**src/logic/memBusPkg.sv**
```systemverilog
package memBusPkg;

    // byte-wide RAM port, 32-bit words on the processor side
    localparam int ADDR_WIDTH     = 32;
    localparam int BYTE_WIDTH     = 8;
    localparam int BYTES_PER_WORD = 4;
    localparam int WORD_WIDTH     = 32;
    localparam int LANE_WIDTH     = $clog2(BYTES_PER_WORD);

    typedef logic [ADDR_WIDTH-1:0] memAddr_t;
    typedef logic [BYTE_WIDTH-1:0] memByte_t;
    typedef logic [LANE_WIDTH-1:0] laneIdx_t;

    // same word seen whole or by byte lane, lane 0 is the lowest address
    typedef union packed {
        logic [WORD_WIDTH-1:0]               word;
        memByte_t [BYTES_PER_WORD-1:0]       lanes;
    } laneWord_t;

endpackage

```
**src/logic/memReqPkg.sv**
```systemverilog
package memReqPkg;

    typedef enum logic [1:0] {
        sizeByte = 2'd0,
        sizeHalf = 2'd1,
        sizeWord = 2'd2
    } accessSize_t;

    typedef enum logic {
        srcFetch = 1'b0,
        srcData  = 1'b1
    } reqSource_t;

    typedef enum logic {
        opRead  = 1'b0,
        opWrite = 1'b1
    } memOp_t;

    // 0 to 4 bytes
    typedef logic [2:0] byteCount_t;

    // bytes moved by one access of the given size
    function automatic byteCount_t bytesOf(accessSize_t size);
        case (size)
            sizeByte: return 3'd1;
            sizeHalf: return 3'd2;
            default:  return 3'd4;
        endcase
    endfunction

endpackage

```
**src/logic/requestArbiter.sv**
```systemverilog
`timescale 1ns/1ps

module requestArbiter
    import memBusPkg::*, memReqPkg::*;
(
    input  logic                  clk,
    input  logic                  rst,
    input  logic                  i_fetchValid,
    input  memAddr_t              i_fetchAddr,
    input  logic                  i_dataValid,
    input  memOp_t                i_dataOp,
    input  accessSize_t           i_dataSize,
    input  memAddr_t              i_dataAddr,
    input  logic [WORD_WIDTH-1:0] i_dataWdata,
    input  logic                  i_reqReady,
    output logic                  o_fetchReady,
    output logic                  o_dataReady,
    output logic                  o_reqValid,
    output memOp_t                o_reqOp,
    output accessSize_t           o_reqSize,
    output reqSource_t            o_reqSource,
    output memAddr_t              o_reqAddr,
    output logic [WORD_WIDTH-1:0] o_reqWdata
);

    logic                  holdFree;
    logic                  heldValid;
    logic                  heldValidNext;
    memOp_t                heldOp;
    accessSize_t           heldSize;
    reqSource_t            heldSource;
    memAddr_t              heldAddr;
    logic [WORD_WIDTH-1:0] heldWdata;
    logic                  takeData;
    logic                  takeFetch;
    logic                  accept;

    // data always wins, fetch only sees ready when no data is pending
    assign o_dataReady  = holdFree;
    assign o_fetchReady = holdFree && !i_dataValid;

    assign takeData  = o_dataReady && i_dataValid;
    assign takeFetch = o_fetchReady && i_fetchValid;
    assign accept    = takeData || takeFetch;

    always_comb begin
        heldValidNext = heldValid;
        if (accept) begin
            heldValidNext = 1'b1;
        end else if (i_reqReady) begin
            heldValidNext = 1'b0;
        end
    end

    // holdFree tracks the empty holding register, but stays low one cycle out of reset
    always_ff @(posedge clk) begin
        if (rst) begin
            heldValid <= 1'b0;
            holdFree  <= 1'b0;
        end else begin
            heldValid <= heldValidNext;
            holdFree  <= !heldValidNext;
        end
    end

    always_ff @(posedge clk) begin
        if (takeData) begin
            heldOp     <= i_dataOp;
            heldSize   <= i_dataSize;
            heldSource <= srcData;
            heldAddr   <= i_dataAddr;
            heldWdata  <= i_dataWdata;
        end else if (takeFetch) begin
            // instruction fetch is always a word read
            heldOp     <= opRead;
            heldSize   <= sizeWord;
            heldSource <= srcFetch;
            heldAddr   <= i_fetchAddr;
            heldWdata  <= '0;
        end
    end

    assign o_reqValid  = heldValid;
    assign o_reqOp     = heldOp;
    assign o_reqSize   = heldSize;
    assign o_reqSource = heldSource;
    assign o_reqAddr   = heldAddr;
    assign o_reqWdata  = heldWdata;

endmodule

```
**src/logic/byteSequencer.sv**
```systemverilog
`timescale 1ns/1ps

module byteSequencer
    import memBusPkg::*, memReqPkg::*;
(
    input  logic                  clk,
    input  logic                  rst,
    input  logic                  i_reqValid,
    input  memOp_t                i_reqOp,
    input  accessSize_t           i_reqSize,
    input  reqSource_t            i_reqSource,
    input  memAddr_t              i_reqAddr,
    input  logic [WORD_WIDTH-1:0] i_reqWdata,
    input  logic                  i_canIssue,
    input  logic                  i_ioFull,
    output logic                  o_reqReady,
    output memAddr_t              o_memAddr,
    output logic                  o_memWrite,
    output memByte_t              o_memWdata,
    output logic                  o_tagValid,
    output laneIdx_t              o_tagLane,
    output logic                  o_tagLast,
    output reqSource_t            o_tagSource,
    output accessSize_t           o_tagSize,
    output memOp_t                o_tagOp
);

    logic        busy;
    byteCount_t  byteIdx;
    memAddr_t    curAddr;
    laneWord_t   curWdata;
    accessSize_t curSize;
    memOp_t      curOp;
    reqSource_t  curSource;
    laneIdx_t    curLane;
    logic        lastByte;
    logic        issue;
    logic        take;

    assign curLane  = laneIdx_t'(byteIdx);
    assign lastByte = (byteIdx == bytesOf(curSize) - 3'd1);

    // one byte per cycle unless the queue is backed up or the I/O buffer is full
    assign issue = busy && i_canIssue && !i_ioFull;

    // ready already while the last byte goes out, next request follows without a gap
    assign o_reqReady = !busy || (issue && lastByte);
    assign take       = i_reqValid && o_reqReady;

    assign o_memAddr  = curAddr + ADDR_WIDTH'(byteIdx);
    assign o_memWrite = issue && (curOp == opWrite);
    assign o_memWdata = curWdata.lanes[curLane];

    always_ff @(posedge clk) begin
        if (rst) begin
            busy    <= 1'b0;
            byteIdx <= '0;
        end else if (take) begin
            busy    <= 1'b1;
            byteIdx <= '0;
        end else if (issue) begin
            if (lastByte) begin
                busy <= 1'b0;
            end else begin
                byteIdx <= byteIdx + 3'd1;
            end
        end
    end

    always_ff @(posedge clk) begin
        if (take) begin
            curAddr        <= i_reqAddr;
            curWdata.word  <= i_reqWdata;
            curSize        <= i_reqSize;
            curOp          <= i_reqOp;
            curSource      <= i_reqSource;
        end
    end

    // tag lines up with the RAM read data one cycle later
    always_ff @(posedge clk) begin
        if (rst) begin
            o_tagValid <= 1'b0;
        end else begin
            o_tagValid <= issue;
        end
    end

    always_ff @(posedge clk) begin
        o_tagLane   <= curLane;
        o_tagLast   <= lastByte;
        o_tagSource <= curSource;
        o_tagSize   <= curSize;
        o_tagOp     <= curOp;
    end

endmodule

```
**src/logic/byteAssembler.sv**
```systemverilog
`timescale 1ns/1ps

module byteAssembler
    import memBusPkg::*, memReqPkg::*;
(
    input  logic                  clk,
    input  logic                  rst,
    input  logic                  i_tagValid,
    input  laneIdx_t              i_tagLane,
    input  logic                  i_tagLast,
    input  reqSource_t            i_tagSource,
    input  accessSize_t           i_tagSize,
    input  memOp_t                i_tagOp,
    input  memByte_t              i_memRdata,
    input  logic                  i_fetchRespReady,
    input  logic                  i_dataRespReady,
    output logic                  o_canIssue,
    output logic                  o_fetchRespValid,
    output logic [WORD_WIDTH-1:0] o_fetchInst,
    output logic                  o_dataRespValid,
    output logic [WORD_WIDTH-1:0] o_dataRdata
);

    laneWord_t  partWord;
    laneWord_t  mergedWord;
    laneWord_t  fillWord;
    laneWord_t  qWord [2];
    reqSource_t qSource [2];
    logic       wrPtr;
    logic       rdPtr;
    logic [1:0] count;
    logic       headValid;
    logic       push;
    logic       pop;

    // drop the returned byte into its lane
    always_comb begin
        mergedWord = partWord;
        if (i_tagOp == opRead) begin
            mergedWord.lanes[i_tagLane] = i_memRdata;
        end
    end

    // lanes above the access size read as zero, a store answers with zero
    always_comb begin
        fillWord = mergedWord;
        for (int i = 0; i < BYTES_PER_WORD; i++) begin
            if (i_tagOp == opWrite || i >= int'(bytesOf(i_tagSize))) begin
                fillWord.lanes[i] = '0;
            end
        end
    end

    always_ff @(posedge clk) begin
        if (i_tagValid) begin
            partWord <= mergedWord;
        end
    end

    assign push = i_tagValid && i_tagLast;

    // two-entry response queue, head steered by source
    assign headValid        = (count != 2'd0);
    assign o_fetchRespValid = headValid && (qSource[rdPtr] == srcFetch);
    assign o_dataRespValid  = headValid && (qSource[rdPtr] == srcData);
    assign o_fetchInst      = qWord[rdPtr].word;
    assign o_dataRdata      = qWord[rdPtr].word;

    assign pop = (o_fetchRespValid && i_fetchRespReady)
              || (o_dataRespValid && i_dataRespReady);

    // bytes already issued can still land two more entries, so only
    // allow new issue when the queue is empty after this cycle's pop
    assign o_canIssue = (count == 2'd0) || (count == 2'd1 && pop);

    always_ff @(posedge clk) begin
        if (rst) begin
            wrPtr <= 1'b0;
            rdPtr <= 1'b0;
            count <= 2'd0;
        end else begin
            if (push) begin
                wrPtr <= !wrPtr;
            end
            if (pop) begin
                rdPtr <= !rdPtr;
            end
            count <= count + 2'(push) - 2'(pop);
        end
    end

    always_ff @(posedge clk) begin
        if (push) begin
            qWord[wrPtr]   <= fillWord;
            qSource[wrPtr] <= i_tagSource;
        end
    end

endmodule

```
**src/logic/memCtrlTop.sv**
```systemverilog
`timescale 1ns/1ps

module memCtrlTop
    import memBusPkg::*, memReqPkg::*;
(
    input  logic                  clk,
    input  logic                  rst,
    input  logic                  i_ioFull,
    input  logic                  i_fetchValid,
    output logic                  o_fetchReady,
    input  memAddr_t              i_fetchAddr,
    input  logic                  i_dataValid,
    output logic                  o_dataReady,
    input  memOp_t                i_dataOp,
    input  accessSize_t           i_dataSize,
    input  memAddr_t              i_dataAddr,
    input  logic [WORD_WIDTH-1:0] i_dataWdata,
    output logic                  o_fetchRespValid,
    input  logic                  i_fetchRespReady,
    output logic [WORD_WIDTH-1:0] o_fetchInst,
    output logic                  o_dataRespValid,
    input  logic                  i_dataRespReady,
    output logic [WORD_WIDTH-1:0] o_dataRdata,
    output memAddr_t              o_memAddr,
    output logic                  o_memWrite,
    output memByte_t              o_memWdata,
    input  memByte_t              i_memRdata
);

    // arbiter to sequencer
    logic                  reqValid;
    logic                  reqReady;
    memOp_t                reqOp;
    accessSize_t           reqSize;
    reqSource_t            reqSource;
    memAddr_t              reqAddr;
    logic [WORD_WIDTH-1:0] reqWdata;

    // sequencer to assembler
    logic                  tagValid;
    laneIdx_t              tagLane;
    logic                  tagLast;
    reqSource_t            tagSource;
    accessSize_t           tagSize;
    memOp_t                tagOp;
    logic                  canIssue;

    requestArbiter requestArbiter_inst (
        .clk(clk), .rst(rst),
        .i_fetchValid(i_fetchValid), .i_fetchAddr(i_fetchAddr),
        .i_dataValid(i_dataValid), .i_dataOp(i_dataOp), .i_dataSize(i_dataSize),
        .i_dataAddr(i_dataAddr), .i_dataWdata(i_dataWdata),
        .i_reqReady(reqReady),
        .o_fetchReady(o_fetchReady), .o_dataReady(o_dataReady),
        .o_reqValid(reqValid), .o_reqOp(reqOp), .o_reqSize(reqSize),
        .o_reqSource(reqSource), .o_reqAddr(reqAddr), .o_reqWdata(reqWdata)
    );

    byteSequencer byteSequencer_inst (
        .clk(clk), .rst(rst),
        .i_reqValid(reqValid), .i_reqOp(reqOp), .i_reqSize(reqSize),
        .i_reqSource(reqSource), .i_reqAddr(reqAddr), .i_reqWdata(reqWdata),
        .i_canIssue(canIssue), .i_ioFull(i_ioFull),
        .o_reqReady(reqReady),
        .o_memAddr(o_memAddr), .o_memWrite(o_memWrite), .o_memWdata(o_memWdata),
        .o_tagValid(tagValid), .o_tagLane(tagLane), .o_tagLast(tagLast),
        .o_tagSource(tagSource), .o_tagSize(tagSize), .o_tagOp(tagOp)
    );

    byteAssembler byteAssembler_inst (
        .clk(clk), .rst(rst),
        .i_tagValid(tagValid), .i_tagLane(tagLane), .i_tagLast(tagLast),
        .i_tagSource(tagSource), .i_tagSize(tagSize), .i_tagOp(tagOp),
        .i_memRdata(i_memRdata),
        .i_fetchRespReady(i_fetchRespReady), .i_dataRespReady(i_dataRespReady),
        .o_canIssue(canIssue),
        .o_fetchRespValid(o_fetchRespValid), .o_fetchInst(o_fetchInst),
        .o_dataRespValid(o_dataRespValid), .o_dataRdata(o_dataRdata)
    );

endmodule

```
**config.mk**
```make
export PLATFORM = sky130hd
export DESIGN_NAME = memCtrlTop
export DESIGN_NICKNAME = d
export VERILOG_FILES = /design/src/logic/memBusPkg.sv /design/src/logic/memReqPkg.sv /design/src/logic/requestArbiter.sv /design/src/logic/byteSequencer.sv /design/src/logic/byteAssembler.sv /design/src/logic/memCtrlTop.sv
export SDC_FILE = /design/constraint.sdc
export NUM_CORES = 1
export LEC_CHECK = 0
export BUFFER_PORTS_ARGS = -buffer_cell sky130_fd_sc_hd__buf_2
export CORE_ASPECT_RATIO = 0.8
export CORE_MARGIN = 1
export CORE_UTILIZATION = 23
export DETAILED_ROUTE_END_ITERATION = 16
export GPL_TIMING_DRIVEN = 0
export PLACE_DENSITY = 0.42
export SYNTH_ARGS = -nofsm -noshare
export SYNTH_HDL_FRONTEND = slang
export SYNTH_SLANG_ARGS = --single-unit
```
**constraint.sdc**
```tcl
create_clock -name clk -period 3.4 [get_ports clk]
set_input_delay 0.51 -clock clk [delete_from_list [all_inputs] [get_ports clk]]
set_output_delay 0.51 -clock clk [all_outputs]
set_load 0.005 [all_outputs]
```
==> key figures, run 1 <==
Setup path
  – CP top delay family: buffers and inverters
  – Worst reg2reg endpoint: byteSequencer_inst.curWdata[11]$_DFFE_PP_
  – Startpoint class of the critical path: register
  – FF-to-FF path depth: 7
  – Reg2Reg Setup Slack: 0.54 ns
  – Max FO, Critical Path: 10
  – CP Class: register to primary output
  – Critical path cell sequence: buf_8 -> inv_1 -> fa_1 -> nor2b_4 -> o21ai_4 -> nor3_4 -> buf_4 -> nand4_1 -> xnor2_1 -> buf_2
  – CP Capture Type: primary output
  – Worst r2r src: byteSequencer_inst.curSize[0]$_DFFE_PP_
  – Slowest stage delay, CP: 0.47 ns
  – Slowest-stage cell, CP: fa_1
  – CP Data Arrival Time: 2.65 ns
  – CP bufs+invs: 4
  – Critical Path Stages: 10
  – WP data required: 2.89 ns

Yosys
  – Most frequent cells after synthesis: edfxtp_1, mux2_2, and3_1, buf_4, nor2b_1
  – Average size of a mapped cell: 16.2 sq um
  – Post-synth EDFFs: 233
  – Yosys top cell area share: 65.7%
  – Mapped Nets: 783
  – Top FF cell, synth: edfxtp_1
  – Main area contributors after synthesis: edfxtp_1, mux2_2, dfxtp_1
  – Post-synth cell types: 42
  – Count leader, synth: edfxtp_1
  – Syn Inst Count: 659
  – Register area share after synthesis: 69.5%
  – Post-synth ARST share: 0%
  – Biggest area consumer among synthesized cells: edfxtp_1
  – Post-Syn Area: 10,600 sq um
  – #FFs+latches synth: 253
  – Synth warn: 0

Floorplanning
  – Initial core utilization: 23.3%
  – Die width: 243 um
  – Row count: 70
  – Die area: 47,200 sq um
  – Core box area: 45,700 sq um
  – I/O pin count: 223
  – Vert. Die Dim: 194 um

Finish
  – Fin nets: 1,040
  – Layout area overhead: 27.7%
  – Fin cells: 1,550
  – Fillers: 4,658
  – Layout cell share with drive strength beyond 1: 45.4%
  – Ant. Diodes: 0

Timing
  – Fin crit share: 93.0%
  – Final slew viol count: 0
  – RSZ-0062 raised after global routing: no
  – Max_slew headroom: 42.0%
  – Least-Margin Pin Slew: 0.870 ns
  – Clk_skew: 0.0241 ns
  – Final worst slack: 0.239 ns
  – Fin crit period: 3.16 ns
  – F_max: 316 MHz
  – Setup violations, final: 0
  – Final hold vios: 0
  – Hold WS: 0.146 ns

Flow run
  – Max Cap Viol: 0

Place
  – Final HPWL DP: 16,500 um
  – Dpl ws: -0.282 ns
  – RePlAce Congestion: 0.693
  – I/O Buffers: 221
  – Cell Count Post-Placement: 1,495

Clocking
  – Total CTS buffers: 29
  – Sink Count: 253
  – Clock-pin transition on the worst setup and hold timing paths: 0.06 ns
  – CTS tree: done
  – Clock Tree Root: clkbuf_16
  – Clk buf depth: 3
  – # H-tree levels: 1
  – Clk_lat worst skew: 0.56 ns

Power
  – Leakage: 5.12 nW
  – Switching Fraction: 22.4%
  – Internal: 5.70 mW
  – Comb pwr share: 9.7%
  – Pwr per Cell Area: 540 nW/um^2
  – Sequential Power Share: 48.7%
  – Peak ir drop on the vdd network: 0.377 mV
  – Clock power share: 41.6%
  – P_sw: 1.65 mW

Worst hold path
  – HP Start: rst
  – Worst Hold Path Cells: 2
  – Hold WC Path Type: input port to register
  – Worst Hold End: byteAssembler_inst.count[0]$_SDFF_PP0_

Route
  – Via/cell ratio: 3.93
  – Via count: 6,099
  – WL final: 23,800 um
  – DR iter-0 viols: 259
  – DRC viols: 0
  – Routed WL per cell: 15.3 um
  – DRT Pass-1 Iters: 4
  – Number of nets with antenna violations after routing: 0

Global route
  – Gr ovfl total: 0
  – First-pass GRT wire length: 36,400 um
  – Initial antenna violation count: 1
  – Vias in the first global route: 6,138
  – Largest net degree at the start of global routing: 62
  – GRT Util Overall: 10.0%

Outcome
  – Status: complete, no violations
==> through the flow <==
stage	power, mW	area (sq um)	setup TNS (ns)	utilization, %
3_3_place_gp	4.37	12500	-101.05	27.4
2_1_floorplan	4.05	10600	0	-
5_1_grt	7.66	13600	0	29.7
6_report	7.35	13600	0	29.7
3_5_place_dp	4.38	12600	-1.61	27.6
4_1_cts	7.48	13600	0	29.7
==> final cells by class <==
class	count	area (sq um)	share of cell area [%]
Sequential cell	253	7410	54.5
Clock buffer	40	767	5.64
Buffer	55	345	2.54
Inverter	11	41.3	0.304
Timing Repair Buffer	226	1200	8.80
Multi-Input combinational cell	340	2930	21.5
Tap cell	612	766	5.63
Clock inverter	13	153	1.12
==> power by group through the flow <==
stage | registers [mW] | logic, mW | clock network, mW
global placement | 3.65 | 0.716 | 0
CTS | 3.58 | 0.737 | 3.16
detailed placement | 3.65 | 0.731 | 0
floorplan | 3.63 | 0.420 | 0
global route | 3.59 | 0.793 | 3.27
finish | 3.58 | 0.711 | 3.05
==> layout by cell type, fill, tap and decap left out, types with 4 or more instances in the layout <==
| cell | n |
|---|---|
| clkinv_2 | 4 |
| nand2_1 | 22 |
| clkbuf_16 | 29 |
| ha_1 | 9 |
| and3_1 | 38 |
| clkbuf_1 | 30 |
| o21ai_0 | 9 |
| xor2_1 | 10 |
| edfxtp_1 | 233 |
| nand2b_1 | 4 |
| mux4_2 | 8 |
| xnor2_1 | 27 |
| mux2_2 | 96 |
| dfxtp_1 | 17 |
| buf_2 | 221 |
| nand4_1 | 10 |
| nor2b_1 | 29 |
| buf_4 | 36 |
| a21oi_1 | 10 |
| nand3_1 | 10 |
| nor2_1 | 18 |
| clkinv_1 | 4 |
| inv_1 | 11 |
| or2_2 | 5 |
| nor3_1 | 4 |
==> layer usage <==
layer  part of all wire (%)  track usage (%)  vias to the layer above
met3                    6.9             3.16                       35
met4                    2.0             2.40                        2
met2                     44             15.7                      186
met1                     47             13.4                     2917
met5                  0.055                0                        -
li1                       -                -                     2959
==> worst max path at each step <==
stage	from	end
final	byteSequencer_inst.byteIdx[1]$_SDFFE_PP0P_	o_memAddr[28]
after global routing	byteSequencer_inst.byteIdx[1]$_SDFFE_PP0P_	o_memAddr[18]
after CTS	byteSequencer_inst.byteIdx[1]$_SDFFE_PP0P_	o_memAddr[28]
after detailed placement	byteSequencer_inst.byteIdx[1]$_SDFFE_PP0P_	o_memAddr[18]
after global placement	byteSequencer_inst.o_tagValid$_SDFF_PP0_	byteAssembler_inst.qWord[0][9]$_DFFE_PP_
after floorplan	byteSequencer_inst.o_tagValid$_SDFF_PP0_	byteAssembler_inst.qSource[0]$_DFFE_PP_
==> timing repair <==
| item | CTS | global route |
|---|---|---|
| setup endpoints to repair | 14 | 18 |
| setup buffers | 2 | 0 |
| endpoints found under the hold margin | 0 | 0 |
| resized for setup | 7 | 7 |
| pin swaps | 1 | 0 |
| hold buffers | 0 | 0 |
==> state kept, by name, indices dropped and copies added (netlist names), 2 cells and up, named ones only <==
register / count
byteSequencer_inst.curAddr: 32
byteSequencer_inst.curWdata: 32
byteSequencer_inst.o_tagLane: 2
byteAssembler_inst.qSource: 2
byteAssembler_inst.partWord: 32
byteSequencer_inst.byteIdx: 3
requestArbiter_inst.o_reqSize: 2
byteSequencer_inst.curSize: 2
byteAssembler_inst.count: 2
byteAssembler_inst.qWord: 64
requestArbiter_inst.o_reqWdata: 32
byteSequencer_inst.o_tagSize: 2
requestArbiter_inst.o_reqAddr: 32
==> worst register-to-register path: stages (launching register included) <==
cell      delay [ns]
edfxtp_1        0.45
or2_2           0.33
ha_1            0.22
xnor3_1         0.27
o211ai_1        0.24
o41ai_4         0.33
and2_4          0.32
buf_16          0.31
==> cells by family after synthesis <==
logic type / Yosys count / synth area share [%]
fa+ha+maj: 10 / 1.25
xor+xnor: 38 / 3.25
mux: 109 / 12.5
flops: 253 / 69.5
simple gates: 157 / 8.46
compound gates: 26 / 1.57
buf+inv: 66 / 3.52
(Power assumes the default switching activity.)
==> run 2: changes to the inputs <==
--- a/config.mk
+++ b/config.mk
@@ -9,6 +9,7 @@
 export CORE_ASPECT_RATIO = 0.8
 export CORE_MARGIN = 1
 export CORE_UTILIZATION = 23
+export CTS_BUF_LIST = sky130_fd_sc_hd__clkbuf_16
 export DETAILED_ROUTE_END_ITERATION = 16
 export GPL_TIMING_DRIVEN = 0
 export PLACE_DENSITY = 0.42
==> key figures, run 2 (synthesized netlist as in run 1, its figures left out) <==
Floorplanning
  – Die area: 47,200 sq um
  – I/O pin count: 223
  – Initial core utilization: 23.3%
  – Die width: 243 um
  – Row count: 70
  – Vert. Die Dim: 194 um
  – Core box area: 45,700 sq um

Global route
  – Gr ovfl total: 0
  – Largest net degree at the start of global routing: 62
  – GRT Util Overall: 10.0%
  – Vias in the first global route: 6,133
  – First-pass GRT wire length: 36,400 um
  – Initial antenna violation count: 1

Place
  – I/O Buffers: 221
  – Area post-placement: 12,600 sq um
  – RePlAce Congestion: 0.693
  – Final HPWL DP: 16,500 um

Finish
  – Largest reg by FF count: byteAssembler_inst.qWord
  – Design area: 13,600 sq um
  – Layout cell share with drive strength beyond 1: 45.4%
  – Max FFs per register: 64
  – Commonest non-fill, non-tap cells in the layout: edfxtp_1, buf_2, mux2_2
  – Multi-input logic area: 2930 sq um
  – Ant. Diodes: 0
  – Commonest non-fill, non-tap cell in the layout: edfxtp_1
  – Fillers: 4,658
  – Fin nets: 1,040
  – Sequential standard cell area: 7410 sq um
  – Layout area overhead: 27.7%

Clocking
  – Clk_lat worst skew: 0.56 ns
  – Cts hold-fix bufs: 0
  – Clk buf depth: 3
  – CTS tree: done
  – Total CTS buffers: 29
  – # H-tree levels: 1
  – Clock Tree Root: clkbuf_16
  – Clock-pin transition on the worst setup and hold timing paths: 0.06 ns
  – Sink Count: 253

Timing
  – Fin crit period: 3.16 ns
  – Final slew viol count: 0
  – F_max: 316 MHz
  – Final hold vios: 0
  – Hold WS: 0.146 ns
  – Fin crit share: 93.0%
  – Setup violations, final: 0
  – Least-Margin Pin Slew: 0.869 ns
  – RSZ-0062 raised after global routing: no
  – Clk_skew: 0.0242 ns
  – Max_slew headroom: 42.0%

Setup path
  – CP bufs+invs: 4
  – Critical path cell sequence: buf_8 -> inv_1 -> fa_1 -> nor2b_4 -> o21ai_4 -> nor3_4 -> buf_4 -> nand4_1 -> xnor2_1 -> buf_2
  – Slowest-stage cell, CP: fa_1
  – Slowest stage delay, CP: 0.47 ns
  – CP top delay family: buffers and inverters
  – WP data required: 2.89 ns
  – CP Class: register to primary output
  – FF-to-FF path depth: 7
  – Reg2Reg Setup Slack: 0.55 ns
  – CP Data Arrival Time: 2.65 ns
  – CP Capture Type: primary output
  – Worst reg2reg endpoint: byteSequencer_inst.curWdata[11]$_DFFE_PP_
  – Startpoint class of the critical path: register
  – Worst r2r src: byteSequencer_inst.curSize[0]$_DFFE_PP_
  – Max FO, Critical Path: 10

Worst hold path
  – Hold WC Path Type: input port to register
  – Worst Hold Path Cells: 2
  – HP Start: rst
  – Worst Hold End: byteAssembler_inst.count[0]$_SDFF_PP0_

Route
  – DR iter-0 viols: 262
  – DRT Pass-1 Iters: 4
  – DRC viols: 0
  – Routed WL per cell: 15.3 um
  – Via/cell ratio: 3.93
  – WL final: 23,800 um
  – Via count: 6,096
  – Number of nets with antenna violations after routing: 0

Power
  – Peak ir drop on the vdd network: 0.375 mV
  – Pwr per Cell Area: 538 nW/um^2
  – Leakage: 5.17 nW

Flow run
  – Max Cap Viol: 0

Outcome
  – Status: complete, no violations
## run 2: worst reg2reg max path, delay by kind of cell (launching register included)
kind | cells | cell delay, ns
DFF | 1 | 0.45
AOI/OAI and AO/OA | 2 | 0.57
buffers and inverters | 1 | 0.31
xor gates and xnor gates | 1 | 0.27
adders and majority gates | 1 | 0.22
and+or+nand+nor | 2 | 0.65
## run 2: worst max-delay path by stage
stage	end	start	cells after the start	slack [ns]
after CTS	o_memAddr[28]	byteSequencer_inst.byteIdx[1]$_SDFFE_PP0P_	10	0.04
after detailed placement	o_memAddr[18]	byteSequencer_inst.byteIdx[1]$_SDFFE_PP0P_	9	-0.28
after floorplan	byteAssembler_inst.qSource[0]$_DFFE_PP_	byteSequencer_inst.o_tagValid$_SDFF_PP0_	2	0.30
final	o_memAddr[28]	byteSequencer_inst.byteIdx[1]$_SDFFE_PP0P_	10	0.24
after global routing	o_memAddr[18]	byteSequencer_inst.byteIdx[1]$_SDFFE_PP0P_	10	0.02
after global placement	byteAssembler_inst.qWord[0][9]$_DFFE_PP_	byteSequencer_inst.o_tagValid$_SDFF_PP0_	2	-1.36
## run 2: stage by stage
step	total power, mW	setup slack (ns)	utilization, %	cells	TNS, ns
after floorplan	4.05	0.296	-	659	0
after global placement	4.37	-1.36	27.4	1492	-101.05
after detailed placement	4.38	-0.282	27.6	1495	-1.61
after CTS	7.45	0.0356	29.7	1550	0
after global routing	7.63	0.0197	29.7	1550	0
final	7.31	0.238	29.7	1550	0
## run 2: metal layers
layer	share of wire (%)	track usage [%]	vias up
met5	0.055	0	-
met4	2.0	2.40	2
met3	7.0	3.16	35
met2	44	15.7	188
met1	47	13.4	2911
li1	-	-	2960
## run 2: cell type report
cell class	count	area share [%]
clock inverter	24	1.43
tap	612	5.63
clock buffer	29	5.34
inverter	11	0.304
timing repair buffer	226	8.80
multi-input combinational	340	21.5
buffer	55	2.54
sequential	253	54.5
## run 2: report_power, final
group,leakage [nW],switching (mW),internal (mW)
Clock,0.490,1.25,1.77
Sequential,2.34,0.0532,3.53
Combinational,2.34,0.344,0.367
Total,5.17,1.65,5.67
## run 2: repair_timing
action	in CTS	in global routing
gates resized for setup	7	7
pin swaps	1	0
setup buffers	2	0
endpoints found under the setup margin	14	18
==> run 3: changes to the inputs <==
--- a/config.mk
+++ b/config.mk
@@ -15,4 +15,5 @@
 export PLACE_DENSITY = 0.42
 export SYNTH_ARGS = -nofsm -noshare
 export SYNTH_HDL_FRONTEND = slang
+export SYNTH_HIERARCHICAL = 1
 export SYNTH_SLANG_ARGS = --single-unit
==> key figures, run 3 <==
Power
  – PnR Total Power: 7.40 mW
  – Pwr per Cell Area: 530 nW/um^2
  – Leakage: 5.38 nW
  – Peak ir drop on the vdd network: 0.343 mV

Yosys
  – Post-synth ARST share: 0%
  – Syn Inst Count: 657
  – Main area contributors after synthesis: edfxtp_1, mux2_2, mux2_4
  – Post-synthesis adder-cell area fraction: 0.989%
  – Post-Syn Area: 10,900 sq um
  – Post-synth cell types: 60
  – Post-synth EDFFs: 233
  – Biggest area consumer among synthesized cells: edfxtp_1
  – Post-synthesis compound-gate area fraction: 2.38%
  – Top FF cell, synth: edfxtp_1
  – Register area share after synthesis: 68.0%
  – Main combinational cell family by area after synthesis: multiplexers
  – Yosys top cell area share: 64.3%
  – Most frequent cells after synthesis: edfxtp_1, mux2_2, and3_1, buf_4, mux2_4
  – Synth warn: 6
  – Simple-Gate Fraction of Synth Area: 9.11%
  – Average size of a mapped cell: 16.6 sq um
  – Post-Synth XOR/XNOR Area: 2.66%
  – Mapped Nets: 779
  – Post-synthesis mux area share: 13.2%
  – #FFs+latches synth: 253
  – Count leader, synth: edfxtp_1

Timing
  – Fin crit share: 97.9%
  – Least-Margin Pin Slew: 0.865 ns
  – Fin crit period: 3.33 ns
  – Max_slew headroom: 42.3%
  – Setup violations, final: 0
  – Clk_skew: 0.0327 ns
  – RSZ-0062 raised after global routing: yes
  – F_max: 301 MHz
  – Final slew viol count: 0
  – Final hold vios: 0

Route
  – DRT Pass-1 Iters: 4
  – Routed WL per cell: 15.8 um
  – Via count: 6,218
  – DRC viols: 0
  – Number of nets with antenna violations after routing: 0
  – WL final: 24,700 um
  – DR iter-0 viols: 242
  – Via/cell ratio: 3.98

Setup path
  – WP data required: 2.89 ns
  – Startpoint class of the critical path: register
  – CP Class: register to primary output
  – Max FO, Critical Path: 5
  – CP Data Arrival Time: 2.82 ns
  – CP Capture Type: primary output

Clocking
  – # H-tree levels: 1
  – Clk buf depth: 3
  – Total CTS buffers: 29
  – Clk_lat worst skew: 0.57 ns
  – Cts hold-fix bufs: 0
  – Clock Tree Root: clkbuf_16
  – CTS tree: done
  – Sink Count: 253
  – Clock-pin transition on the worst setup and hold timing paths: 0.06 ns

Flow run
  – Max Cap Viol: 0

Floorplanning
  – Die width: 245 um
  – Initial core utilization: 23.6%
  – Row count: 70
  – I/O pin count: 223
  – Vert. Die Dim: 196 um
  – Core box area: 46,200 sq um
  – Die area: 48,200 sq um

Global route
  – Grt met1 use: 13.3%
  – Met3 Use GR: 3.04%
  – Initial antenna violation count: 1
  – Largest net degree at the start of global routing: 55
  – GRT met2 Usage: 16.6%
  – GRT Util Overall: 10.2%
  – First-pass GRT wire length: 37,000 um
  – GR peak layer: met2
  – Vias in the first global route: 6,195
  – Gr ovfl total: 0

Finish
  – Commonest non-fill, non-tap cell in the layout: edfxtp_1
  – Design area: 14,000 sq um
  – Max FFs per register: 64
  – Layout area overhead: 28.3%
  – Largest reg by FF count: byteAssembler_inst/qWord
  – Commonest non-fill, non-tap cells in the layout: edfxtp_1, buf_2, mux2_2
  – Fin nets: 1,048
  – Fin cells: 1,561
  – Layout cell share with drive strength beyond 1: 49.6%
  – Ant. Diodes: 0

Place
  – Area post-placement: 12,900 sq um
  – Cell Count Post-Placement: 1,495
  – I/O Buffers: 222
  – RePlAce Congestion: 0.700
  – Final HPWL DP: 17,300 um

Worst hold path
  – Hold WC Path Type: input port to register

Outcome
  – Status: complete, no violations
-- run 3: worst paths after layout --
kind | start | to | slack (ns) | cells past startpoint
worst min-delay path | i_dataSize[1] | requestArbiter_inst/o_reqSize[1]$_SDFFCE_PP1P_ | 0.20 | 2
worst max-delay path | byteSequencer_inst/byteIdx[0]$_SDFFE_PP0P_ | o_memAddr[14] | 0.07 | 10
worst max register to register | register | byteSequencer_inst/curWdata[10]$_DFFE_PP_ | 0.40 | 8
worst min register to register | byteSequencer_inst/curSource$_DFFE_PP_ | byteSequencer_inst/o_tagSource$_DFF_P_ | 0.37 | 0
-- run 3: cells by family (layout without fill, tap and decap cells) --
group           after synthesis  in the layout
simple gates                155            155
buf+inv                      62            354
xor+xnor                     33             33
fa+ha+maj                     8              8
compound gates               37             37
mux                         109            109
flops                       253            253
-- run 3: stage by stage --
| step | setup slack [ns] | hold WS, ns | setup TNS, ns | util [%] |
|---|---|---|---|---|
| final | 0.0727 | 0.199 | 0 | 30.2 |
| after global routing | -0.0823 | 0.161 | -0.527 | 30.2 |
| after CTS | 0.000523 | 0.156 | 0 | 29.9 |
| after detailed placement | -0.568 | 0.337 | -5.01 | 27.9 |
| after global placement | -1.63 | 0.329 | -100.58 | 27.6 |
| after floorplan | 0.282 | 0.323 | 0 | - |
-- run 3: critical path, stage by stage (launching register included) --
cell	delay (ns)
dfxtp_4	0.39
ha_4	0.15
inv_2	0.04
fa_2	0.38
nand2b_4	0.16
a2111oi_4	0.41
buf_4	0.19
buf_8	0.12
nand3_1	0.09
xnor2_1	0.16
buf_2	0.14
-- run 3: what timing repair did --
action                                  in CTS  in global routing
cloned                                       0                  1
setup buffers                                4                  7
pin swaps                                    2                  7
endpoints found under the setup margin      17                 12
gates resized for setup                     10                 17
-- run 3: layout make-up --
type | count | area (sq um)
clock inverter | 25 | 145
sequential | 253 | 7410
tap | 612 | 766
clock buffer | 29 | 726
fill | 4644 | 32200
inverter | 8 | 32.5
timing repair buffer | 238 | 1330
buffer | 54 | 383
multi-input combinational | 342 | 3180
-- run 3: report_power, final --
group	internal [mW]	switching [mW]	total, mW
combinational	0.514	0.436	0.951
sequential	3.54	0.0625	3.60
clock	1.56	1.29	2.85
-- run 3: per-layer routing --
metal	wire length, um	vias up	share of wire (%)
met5	17	-	0.069
met4	428	2	1.7
met3	1750	33	7.1
met2	11500	184	46
met1	11100	2994	45
li1	-	3005	-
